`config.mk`:
```
export PLATFORM = sky130hd
export DESIGN_NAME = mem_channel_top
export DESIGN_NICKNAME = d
export VERILOG_FILES = /design/src/mem_channel_pkg.sv /design/src/axi_read_burst.sv /design/src/axi_write_burst.sv /design/src/dma_dispatch.sv /design/src/dma_fifo.sv /design/src/mem_channel_top.sv
export SDC_FILE = /design/constraint.sdc
export NUM_CORES = 1
export LEC_CHECK = 0
export BUFFER_PORTS_ARGS = -buffer_cell sky130_fd_sc_hd__buf_2
export CORE_MARGIN = 4
export CORE_UTILIZATION = 55
export DETAILED_ROUTE_END_ITERATION = 7
export PLACE_DENSITY = 0.79
export SYNTH_ARGS = -nofsm -noshare
export SYNTH_HDL_FRONTEND = slang
export SYNTH_HIERARCHICAL = 1
export SYNTH_SLANG_ARGS = --single-unit
```
`constraint.sdc`:
```
create_clock -name clk_i -period 6.5 [get_ports clk_i]
set_input_delay 0.325 -clock clk_i [delete_from_list [all_inputs] [get_ports clk_i]]
set_output_delay 0.325 -clock clk_i [all_outputs]
set_load 0.005 [all_outputs]
```
`src/mem_channel_pkg.sv`:
```
// ##########################################################
// shared widths and types of the memory channel
// data word, DMA and AXI addresses, source coordinate,
// the DMA packet and the burst length of one block
// ##########################################################

package mem_channel_pkg;

  // one DMA word is one AXI beat
  localparam int data_width_c = 32;

  // byte addresses
  localparam int dma_addr_width_c = 28;
  localparam int axi_addr_width_c = 32;

  // requesting cache coordinate
  localparam int cord_width_c = 8;

  // beats per cache block
  localparam int burst_len_c = 4;

  // wide enough to hold burst_len_c itself
  localparam int beat_cnt_width_c = $clog2(burst_len_c + 1);

  typedef logic [data_width_c-1:0] word_t;

  typedef logic [dma_addr_width_c-1:0] dma_addr_t;

  typedef logic [axi_addr_width_c-1:0] axi_addr_t;

  typedef logic [cord_width_c-1:0] cord_t;

  // request from one cache DMA port, already parsed
  typedef struct packed {
    logic      write_not_read;
    dma_addr_t addr;
    cord_t     src_cord;
  } dma_pkt_t;

endpackage

```
`src/axi_read_burst.sv`:
```
// ##########################################################
// AXI read burst engine
// AR phase, then R beats forwarded to the read buffer
// until the beat with rlast
// ##########################################################

module axi_read_burst
  import mem_channel_pkg::*;
  (
    input  logic      clk_i
    , input  logic      reset_i

    , input  logic      start_i
    , input  axi_addr_t addr_i

    , output axi_addr_t axi_araddr_o
    , output logic      axi_arvalid_o
    , input  logic      axi_arready_i

    , input  word_t     axi_rdata_i
    , input  logic      axi_rlast_i
    , input  logic      axi_rvalid_i
    , output logic      axi_rready_o

    , output word_t     beat_o
    , output logic      beat_v_o
    , input  logic      beat_ready_i

    , output logic      done_o
  );

  typedef enum logic [1:0] {
    idle_s
    , addr_s
    , data_s
  } state_e;

  state_e state_r;
  axi_addr_t addr_r;

  logic in_data;
  logic r_fire;

  assign in_data = (state_r == data_s);

  assign axi_araddr_o  = addr_r;
  assign axi_arvalid_o = (state_r == addr_s);

  // take a beat only while the buffer has room
  assign axi_rready_o = in_data & beat_ready_i;
  assign beat_o       = axi_rdata_i;
  assign beat_v_o     = in_data & axi_rvalid_i;

  assign r_fire = axi_rvalid_i & axi_rready_o;
  assign done_o = r_fire & axi_rlast_i;

  always_ff @(posedge clk_i) begin
    if (reset_i) begin
      state_r <= idle_s;
    end else begin
      case (state_r)
        idle_s: begin
          if (start_i)
            state_r <= addr_s;
        end
        addr_s: begin
          if (axi_arready_i)
            state_r <= data_s;
        end
        data_s: begin
          if (done_o)
            state_r <= idle_s;
        end
        default: state_r <= idle_s;
      endcase
    end
  end

  always_ff @(posedge clk_i) begin
    if (start_i && (state_r == idle_s))
      addr_r <= addr_i;
  end

endmodule

```
`src/axi_write_burst.sv`:
```
// ##########################################################
// AXI write burst engine
// AW phase, burst_len_c W beats from the DMA write data
// port, then the wait for the B response
// ##########################################################

module axi_write_burst
  import mem_channel_pkg::*;
  (
    input  logic      clk_i
    , input  logic      reset_i

    , input  logic      start_i
    , input  axi_addr_t addr_i

    , input  word_t     wdata_i
    , input  logic      wdata_v_i
    , output logic      wdata_yumi_o

    , output axi_addr_t axi_awaddr_o
    , output logic      axi_awvalid_o
    , input  logic      axi_awready_i

    , output word_t     axi_wdata_o
    , output logic      axi_wlast_o
    , output logic      axi_wvalid_o
    , input  logic      axi_wready_i

    , input  logic      axi_bvalid_i
    , output logic      axi_bready_o

    , output logic      done_o
  );

  typedef enum logic [1:0] {
    idle_s
    , addr_s
    , data_s
    , resp_s
  } state_e;

  state_e state_r;
  axi_addr_t addr_r;
  logic [beat_cnt_width_c-1:0] beat_cnt_r;

  logic last_beat;
  logic w_fire;

  assign last_beat = (beat_cnt_r == beat_cnt_width_c'(burst_len_c - 1));

  assign axi_awaddr_o  = addr_r;
  assign axi_awvalid_o = (state_r == addr_s);

  // W valid follows the DMA word valid
  assign axi_wdata_o  = wdata_i;
  assign axi_wvalid_o = (state_r == data_s) & wdata_v_i;
  assign axi_wlast_o  = axi_wvalid_o & last_beat;

  assign w_fire       = axi_wvalid_o & axi_wready_i;
  assign wdata_yumi_o = w_fire;

  // responses are always accepted
  assign axi_bready_o = 1'b1;
  assign done_o       = (state_r == resp_s) & axi_bvalid_i;

  always_ff @(posedge clk_i) begin
    if (reset_i) begin
      state_r    <= idle_s;
      beat_cnt_r <= '0;
    end else begin
      case (state_r)
        idle_s: begin
          if (start_i)
            state_r <= addr_s;
        end
        addr_s: begin
          if (axi_awready_i) begin
            state_r    <= data_s;
            beat_cnt_r <= '0;
          end
        end
        data_s: begin
          if (w_fire) begin
            beat_cnt_r <= beat_cnt_r + 1'b1;
            if (last_beat)
              state_r <= resp_s;
          end
        end
        resp_s: begin
          if (axi_bvalid_i)
            state_r <= idle_s;
        end
        default: state_r <= idle_s;
      endcase
    end
  end

  always_ff @(posedge clk_i) begin
    if (start_i && (state_r == idle_s))
      addr_r <= addr_i;
  end

endmodule

```
`src/dma_dispatch.sv`:
```
// ##########################################################
// packet dispatcher: pops the queue head, remaps its
// address into the slice of the requesting cache and starts
// the matching burst engine, one burst at a time
// ##########################################################

module dma_dispatch
  import mem_channel_pkg::*;
  #(parameter mem_size_lg_p = 20
    , parameter vcache_sel_width_p = 3
    , parameter ruche_sel_width_p = 1
  )
  (
    input  logic      clk_i
    , input  logic      reset_i

    , input  dma_pkt_t  pkt_i
    , input  logic      pkt_v_i
    , output logic      pkt_yumi_o

    , output logic      wr_start_o
    , output logic      rd_start_o
    , output axi_addr_t addr_o

    , input  logic      wr_done_i
    , input  logic      rd_done_i
  );

  // address bits kept from the packet
  localparam int offset_width_lp = mem_size_lg_p - vcache_sel_width_p;

  logic busy_r;
  logic wr_start_r;
  logic rd_start_r;
  axi_addr_t addr_r;

  logic idle;
  logic [vcache_sel_width_p-1:0] cache_sel;
  logic [offset_width_lp-1:0] block_offset;
  axi_addr_t remap_addr;

  // cache index from the coordinate, above the ruche select bits
  assign cache_sel    = pkt_i.src_cord[ruche_sel_width_p +: vcache_sel_width_p];
  assign block_offset = pkt_i.addr[0 +: offset_width_lp];
  assign remap_addr   = axi_addr_t'({cache_sel, block_offset});

  // free again in the cycle the engine finishes
  assign idle       = ~busy_r | wr_done_i | rd_done_i;
  assign pkt_yumi_o = pkt_v_i & idle;

  assign wr_start_o = wr_start_r;
  assign rd_start_o = rd_start_r;
  assign addr_o     = addr_r;

  always_ff @(posedge clk_i) begin
    if (reset_i) begin
      busy_r     <= 1'b0;
      wr_start_r <= 1'b0;
      rd_start_r <= 1'b0;
    end else begin
      wr_start_r <= pkt_yumi_o & pkt_i.write_not_read;
      rd_start_r <= pkt_yumi_o & ~pkt_i.write_not_read;
      if (pkt_yumi_o)
        busy_r <= 1'b1;
      else if (wr_done_i | rd_done_i)
        busy_r <= 1'b0;
    end
  end

  always_ff @(posedge clk_i) begin
    if (pkt_yumi_o)
      addr_r <= remap_addr;
  end

endmodule

```
`src/dma_fifo.sv`:
```
// ##########################################################
// two-entry fifo, payload type set per instance
// ##########################################################

module dma_fifo
  #(parameter type payload_t = logic)
  (
    input  logic     clk_i
    , input  logic     reset_i

    , input  payload_t data_i
    , input  logic     v_i
    , output logic     ready_o

    , output payload_t data_o
    , output logic     v_o
    , input  logic     yumi_i
  );

  payload_t mem_r [2];

  logic wptr_r;
  logic rptr_r;
  logic full_r;
  logic empty;
  logic enq;
  logic deq;

  assign empty   = (wptr_r == rptr_r) & ~full_r;
  assign v_o     = ~empty;
  assign data_o  = mem_r[rptr_r];

  // a pop frees a slot in the same cycle
  assign ready_o = ~full_r | yumi_i;

  assign enq = v_i & ready_o;
  assign deq = v_o & yumi_i;

  always_ff @(posedge clk_i) begin
    if (reset_i) begin
      wptr_r <= 1'b0;
      rptr_r <= 1'b0;
      full_r <= 1'b0;
    end else begin
      if (enq)
        wptr_r <= ~wptr_r;
      if (deq)
        rptr_r <= ~rptr_r;
      if (enq & ~deq)
        full_r <= (~wptr_r == rptr_r);
      else if (deq & ~enq)
        full_r <= 1'b0;
    end
  end

  always_ff @(posedge clk_i) begin
    if (enq)
      mem_r[wptr_r] <= data_i;
  end

endmodule

```
`src/mem_channel_top.sv`:
```
// ##########################################################
// memory channel top: packet queue, dispatcher, write and
// read burst engines and the read data buffer
// ##########################################################

module mem_channel_top
  import mem_channel_pkg::*;
  #(parameter mem_size_lg_p = 20
    , parameter vcache_sel_width_p = 3
    , parameter ruche_sel_width_p = 1
  )
  (
    input  logic      clk_i
    , input  logic      reset_i

    , input  dma_pkt_t  dma_pkt_i
    , input  logic      dma_pkt_v_i
    , output logic      dma_pkt_yumi_o

    , input  word_t     dma_wdata_i
    , input  logic      dma_wdata_v_i
    , output logic      dma_wdata_yumi_o

    , output word_t     dma_rdata_o
    , output logic      dma_rdata_v_o
    , input  logic      dma_rdata_ready_i

    , output axi_addr_t axi_awaddr_o
    , output logic      axi_awvalid_o
    , input  logic      axi_awready_i

    , output word_t     axi_wdata_o
    , output logic      axi_wlast_o
    , output logic      axi_wvalid_o
    , input  logic      axi_wready_i

    , input  logic      axi_bvalid_i
    , output logic      axi_bready_o

    , output axi_addr_t axi_araddr_o
    , output logic      axi_arvalid_o
    , input  logic      axi_arready_i

    , input  word_t     axi_rdata_i
    , input  logic      axi_rlast_i
    , input  logic      axi_rvalid_i
    , output logic      axi_rready_o
  );

  logic pkt_ready_lo;
  dma_pkt_t pkt_head_lo;
  logic pkt_head_v_lo;
  logic pkt_head_yumi_li;

  logic wr_start_lo;
  logic rd_start_lo;
  axi_addr_t burst_addr_lo;
  logic wr_done_lo;
  logic rd_done_lo;

  word_t rd_beat_lo;
  logic rd_beat_v_lo;
  logic rd_beat_ready_li;

  assign dma_pkt_yumi_o = pkt_ready_lo & dma_pkt_v_i;

  dma_fifo #(
    .payload_t(dma_pkt_t)
  ) pkt_fifo (
    .clk_i(clk_i)
    ,.reset_i(reset_i)
    ,.data_i(dma_pkt_i)
    ,.v_i(dma_pkt_v_i)
    ,.ready_o(pkt_ready_lo)
    ,.data_o(pkt_head_lo)
    ,.v_o(pkt_head_v_lo)
    ,.yumi_i(pkt_head_yumi_li)
  );

  dma_dispatch #(
    .mem_size_lg_p(mem_size_lg_p)
    ,.vcache_sel_width_p(vcache_sel_width_p)
    ,.ruche_sel_width_p(ruche_sel_width_p)
  ) dispatch (
    .clk_i(clk_i)
    ,.reset_i(reset_i)
    ,.pkt_i(pkt_head_lo)
    ,.pkt_v_i(pkt_head_v_lo)
    ,.pkt_yumi_o(pkt_head_yumi_li)
    ,.wr_start_o(wr_start_lo)
    ,.rd_start_o(rd_start_lo)
    ,.addr_o(burst_addr_lo)
    ,.wr_done_i(wr_done_lo)
    ,.rd_done_i(rd_done_lo)
  );

  axi_write_burst wr_engine (
    .clk_i(clk_i)
    ,.reset_i(reset_i)
    ,.start_i(wr_start_lo)
    ,.addr_i(burst_addr_lo)
    ,.wdata_i(dma_wdata_i)
    ,.wdata_v_i(dma_wdata_v_i)
    ,.wdata_yumi_o(dma_wdata_yumi_o)
    ,.axi_awaddr_o(axi_awaddr_o)
    ,.axi_awvalid_o(axi_awvalid_o)
    ,.axi_awready_i(axi_awready_i)
    ,.axi_wdata_o(axi_wdata_o)
    ,.axi_wlast_o(axi_wlast_o)
    ,.axi_wvalid_o(axi_wvalid_o)
    ,.axi_wready_i(axi_wready_i)
    ,.axi_bvalid_i(axi_bvalid_i)
    ,.axi_bready_o(axi_bready_o)
    ,.done_o(wr_done_lo)
  );

  axi_read_burst rd_engine (
    .clk_i(clk_i)
    ,.reset_i(reset_i)
    ,.start_i(rd_start_lo)
    ,.addr_i(burst_addr_lo)
    ,.axi_araddr_o(axi_araddr_o)
    ,.axi_arvalid_o(axi_arvalid_o)
    ,.axi_arready_i(axi_arready_i)
    ,.axi_rdata_i(axi_rdata_i)
    ,.axi_rlast_i(axi_rlast_i)
    ,.axi_rvalid_i(axi_rvalid_i)
    ,.axi_rready_o(axi_rready_o)
    ,.beat_o(rd_beat_lo)
    ,.beat_v_o(rd_beat_v_lo)
    ,.beat_ready_i(rd_beat_ready_li)
    ,.done_o(rd_done_lo)
  );

  // read beats wait here for the DMA port
  dma_fifo #(
    .payload_t(word_t)
  ) rdata_fifo (
    .clk_i(clk_i)
    ,.reset_i(reset_i)
    ,.data_i(rd_beat_lo)
    ,.v_i(rd_beat_v_lo)
    ,.ready_o(rd_beat_ready_li)
    ,.data_o(dma_rdata_o)
    ,.v_o(dma_rdata_v_o)
    ,.yumi_i(dma_rdata_ready_i)
  );

endmodule

```
==> results of run 1 <==
==> worst max-delay path by stage <==
stage	slack [ns]	cells past startpoint	start	to
finish	3.47	8	pkt_fifo/wptr_r	pkt_fifo/mem_r[0][15]
CTS	3.43	8	pkt_fifo/wptr_r	pkt_fifo/mem_r[0][15]
global route	3.29	8	pkt_fifo/wptr_r	pkt_fifo/mem_r[0][15]
floorplan	2.79	7	rd_engine/state_r[0]	pkt_fifo/mem_r[0][10]
detailed placement	3.46	8	pkt_fifo/wptr_r	pkt_fifo/mem_r[0][10]
global placement	3.52	9	dma_rdata_ready_i	pkt_fifo/mem_r[0][14]
==> layout by cell type, fill, tap and decap left out, types with 4 or more instances in the layout <==
master / n
ha_1: 8
nand2_1: 7
a21oi_1: 5
mux2_4: 47
and2b_1: 5
a211oi_1: 5
nand3_1: 4
nand2b_1: 4
conb_1: 13
dfxtp_1: 17
edfxtp_1: 190
mux2_2: 6
clkbuf_16: 23
o21ai_1: 4
and2_1: 5
buf_4: 6
nor2_1: 4
buf_2: 167
inv_1: 5
==> through the flow <==
| step | total power [W] | cells |
|---|---|---|
| floorplan | 0.00216 | 457 |
| global placement | 0.00225 | 728 |
| detailed placement | 0.00228 | 728 |
| CTS | 0.00345 | 765 |
| global route | 0.00356 | 765 |
| finish | 0.00340 | 765 |
==> cell type report <==
cell class	instances	area [um^2]	share of cell area [%]
Clock buffer	27	601	6.39
Timing Repair Buffer	175	901	9.59
Inverter	5	18.8	0.200
Sequential cell	208	6070	64.6
Tap cell	184	230	2.45
Clock inverter	8	73.8	0.786
Multi-Input combinational cell	158	1500	16.0
==> sequential cells by signal, summed over array words and instances (netlist names), 2 cells and up, named ones only <==
signal / count
dispatch/addr_o: 20
pkt_fifo/mem_r: 42
rd_engine/axi_araddr_o: 32
rd_engine/state_r: 2
rdata_fifo/mem_r: 64
wr_engine/axi_awaddr_o: 32
wr_engine/beat_cnt_r: 3
wr_engine/state_r: 2
==> critical path, stage by stage, from the launching register on <==
cell	delay [ns]
dfxtp_1	0.43
xor2_1	0.24
or2_1	0.20
inv_1	0.09
nor2_2	0.10
buf_4	0.30
nand2b_4	0.21
and2_4	0.15
nor2b_2	0.90
==> power breakdown <==
| group | internal, W | switching (W) | leakage, nW |
|---|---|---|---|
| Clock | 0.000691 | 0.000464 | 0.320 |
| Sequential | 0.00171 | 0.0000693 | 1.88 |
| Combinational | 0.000215 | 0.000250 | 1.40 |
==> layer usage <==
layer | part of all wire [%] | vias up | track usage, % | wire (um)
li1 | - | 1815 | - | -
met1 | 38 | 1890 | 18.1 | 5230
met2 | 52 | 139 | 27.5 | 7080
met3 | 7.2 | 52 | 3.82 | 994
met4 | 2.9 | 2 | 5.69 | 402
met5 | 0.051 | - | 0 | 7
==> repair_timing <==
item | 4_1_cts | 5_1_grt
hold buffers | 2 | 0
setup endpoints to repair | 0 | 0
endpoints found under the hold margin | 3 | 0
==> impl_metrics.ini, run 1 <==
[cts]
cts_sinks = 208
clk_latency_ns = 0.49
cts_root_buffer = clkbuf_16
htree_levels = 1
cts-buffers-inserted = 22
cts_tree = yes
cts_buffer_depth = 3
postCtsSetupBuffers = 0
cts.repair.resized = 0
clkTransAtPathRegs_ns = 0.06

[finish]
fin_nets = 690
finish.utilization_pct = 64.2
syn_to_final_growth_pct = 13.7
fillers = 1038
diodes = 0
fin_area_um2 = 9400
drive_gt1_share_pct = 46.5

[placed_design]
placed_area_um2 = 8700
place.gp.congestion = 0.780
dp_slack_ns = 3.46
dp_hpwl_um = 9300
portBuffers = 167

[worst_hold_path]
min_to = pkt_fifo/mem_r[1][17]
whs_path_depth = 1
hp-start = dma_pkt_i[17]
hold_class = input port to flop

[worst_setup_path]
required_ns = 6.60
reg2regPathDepth = 8
rrSetupSlack_ns = 3.47
rr_endpoint = pkt_fifo/mem_r[0][15]
cp_max_fo = 25
critical_path_class = flop to flop
r2r-start = pkt_fifo/wptr_r
worstSetupStartpointType = flop
cp.arrival_ns = 3.12
critPathCaptureType = flop

[sta]
fin_hold_ws_ns = 0.0239
layout_setup_ws_ns = 3.47
rsz0062_at_grt = false
fmax_mhz = 330
fin_tns_setup_ns = 0
finalHoldViolCount = 0
setup_violations = 0
maxSlewViolCount = 0
period_share_pct = 46.6
finClkSkew_ns = 0.0131
layout_min_cycle_time_ns = 3.03
slew_headroom_pct = 24.0
tightest_slew_ns = 1.14

[power_and_ir_drop]
peakVddDrop_uv = 252
p_per_area_nw_per_um2 = 362
leakage_nw = 3.61

[detailed_routing]
drtAntennaViolNets = 0
viasPerCell = 5.10
drt-total-wl_um = 13700
drc = 0
drt_iter0_markers = 191
drtPass1Iterations = 4
vias = 3898
post_drt_wl_per_cell_um = 17.9

[die]
rows = 44
io_pins = 249
core_um2 = 14600
dieHeight_um = 131
dieArea_um2 = 17000
die_w_um = 131
start_util_pct = 56.4

[global_routing]
grt_max_degree = 33
grt_first_pass_wirelength_um = 20300
antenna_found_initial = 1
track_usage_pct = 15.4
grt_overflow = 0
grt_pass1_vias = 3969

[run_status]
status = finished, final reports clean

[logic_synthesis]
syn_area_per_cell_um2 = 18.5
postSynthCellCount = 446
yosysWarningCount = 6
syn-cell-area_um2 = 8260

[flow_run]
maxCapViolations = 0
Note: power is estimated with default switching activity, not from simulation.
==> run 2: changes to the inputs <==
CORE_UTILIZATION = 53   (was 55)
PLACE_DENSITY = 0.76   (was 0.79)
clock period = 3 ns   (was 6.5 ns; I/O delays follow)
==> run 2 against run 1 <==
  * Critical endpoint is now pkt_fifo/mem_r[0][36]
  * Worst hold slack gained 0.024 ns
  * Design area grew 6.1%
  * Sequential cell count is the same
==> impl_metrics.ini, run 2 (same netlist as run 1, synthesis figures left out) <==
[detailed_routing]
post_drt_wl_per_cell_um = 17.2
vias = 4120
viasPerCell = 4.86
drt_iter0_markers = 157
drc = 0
drtAntennaViolNets = 0
drt-total-wl_um = 14600
drtPass1Iterations = 4

[power_and_ir_drop]
swShare_pct = 23.1
combPwrFrac_pct = 14.0
power_frac_seq_pct = 52.8
p_per_area_nw_per_um2 = 739
internal_power_w = 0.00566
p_sw_w = 0.00170
leakage_nw = 3.84
pwr-share-clk_pct = 33.1
peakVddDrop_uv = 625

[worst_setup_path]
required_ns = 3.09
rrSetupSlack_ns = 0.31
rr_endpoint = pkt_fifo/mem_r[0][36]
critPathCaptureType = flop
crit_start = pkt_fifo/wptr_r
worstSetupStartpointType = flop
cp.arrival_ns = 2.78
r2r-start = pkt_fifo/wptr_r
reg2regPathDepth = 7
crit_end = pkt_fifo/mem_r[0][36]
critical_path_class = flop to flop
cp_max_fo = 21

[sta]
setup_violations = 0
fmax_mhz = 372
layout_min_cycle_time_ns = 2.69
finalHoldViolCount = 0
tightest_slew_ns = 1.10
period_share_pct = 89.7
slew_headroom_pct = 26.5
finClkSkew_ns = 0.0129
fin_tns_setup_ns = 0
layout_setup_ws_ns = 0.310
rsz0062_at_grt = false
maxSlewViolCount = 0

[finish]
finish.utilization_pct = 65.3
largestRegisters = rdata_fifo/mem_r (64), pkt_fifo/mem_r (42)
drive_gt1_share_pct = 42.9
top_register = rdata_fifo/mem_r
syn_to_final_growth_pct = 20.6
fillers = 1029
final_cell_mix = edfxtp_1, buf_2, dlygate4sd3_1
final_common_cell = edfxtp_1
diodes = 0
largest_reg_flops = 64
fin_nets = 743

[cts]
clk_latency_ns = 0.48
postCtsSetupBuffers = 0
cts_sinks = 208
htree_levels = 1
cts.repair.resized = 0
cts_root_buffer = clkbuf_16
postCtsHoldBufs = 56
cts-buffers-inserted = 21
cts_buffer_depth = 3
cts_tree = yes
clkTransAtPathRegs_ns = 0.06

[die]
dieHeight_um = 133
start_util_pct = 54.2
die_w_um = 133
core_um2 = 15300
io_pins = 249
dieArea_um2 = 17700
rows = 45

[global_routing]
grt_overflow = 0
grt_pass1_vias = 4461
gr-usage-met1_pct = 18.3
grt_first_pass_wirelength_um = 23000
antenna_found_initial = 0
grt_use_met3_pct = 4.83
grt_max_degree = 34
gr-usage-met2_pct = 29.4
track_usage_pct = 16.2
grt_busiest_layer = met2

[placed_design]
dp_slack_ns = 0.282
portBuffers = 167
place.gp.congestion = 0.722
dp_hpwl_um = 9690

[flow_run]
maxCapViolations = 0

[run_status]
status = finished, final reports clean

[worst_hold_path]
hold_class = input port to flop
hp-start = axi_rlast_i
==> run 2: final cells by class <==
type	count	area, um^2	area share, %
tap	211	264	2.65
multi-input combinational	158	1510	15.2
inverter	5	18.8	0.188
timing repair buffer	229	1440	14.5
clock buffer	26	574	5.76
sequential	208	6070	60.9
clock inverter	11	87.6	0.879
==> run 2: metrics by stage <==
stage / hold slack, ns / total power, W / instance area, um^2 / std cells
3_3_place_gp: 0.300 / 0.00488 / 8740 / 755
2_1_floorplan: 0.219 / 0.00469 / 8310 / 457
5_1_grt: 0.0537 / 0.00771 / 9960 / 848
6_report: 0.0476 / 0.00736 / 9960 / 848
4_1_cts: 0.0330 / 0.00746 / 9960 / 848
3_5_place_dp: 0.300 / 0.00494 / 8740 / 755
==> run 2: how the worst min path moves through the flow <==
| stage | to | slack (ns) | depth (start not counted) |
|---|---|---|---|
| floorplan | pkt_fifo/full_r | 0.22 | 1 |
| global placement | axi_wdata_o[25] | 0.30 | 0 |
| detailed placement | axi_wdata_o[25] | 0.30 | 0 |
| CTS | rd_engine/state_r[1] | 0.03 | 3 |
| global route | rd_engine/state_r[1] | 0.05 | 3 |
| finish | rd_engine/state_r[1] | 0.05 | 3 |
==> run 2: layer usage <==
layer,up-vias,wire length (um)
li1,1924,-
met2,157,7760
met5,-,0
met1,2013,5510
met4,0,264
met3,26,1050
==> run 2: worst max-delay path, stage by stage (launching register included) <==
cell and delay [ns]:
dfxtp_1 0.44, xor2_1 0.21, or2_1 0.21, inv_1 0.10, nor2_2 0.16, nand2b_4 0.16
and2_4 0.15, nor2b_2 0.87
==> run 2: power groups by stage <==
stage	Combinational, W	Sequential (W)	Clock (W)
after floorplan	0.000819	0.00387	0
after global placement	0.000949	0.00393	0
after detailed placement	0.000990	0.00395	0
after CTS	0.00105	0.00390	0.00251
after global routing	0.00113	0.00393	0.00265
final	0.00103	0.00389	0.00244
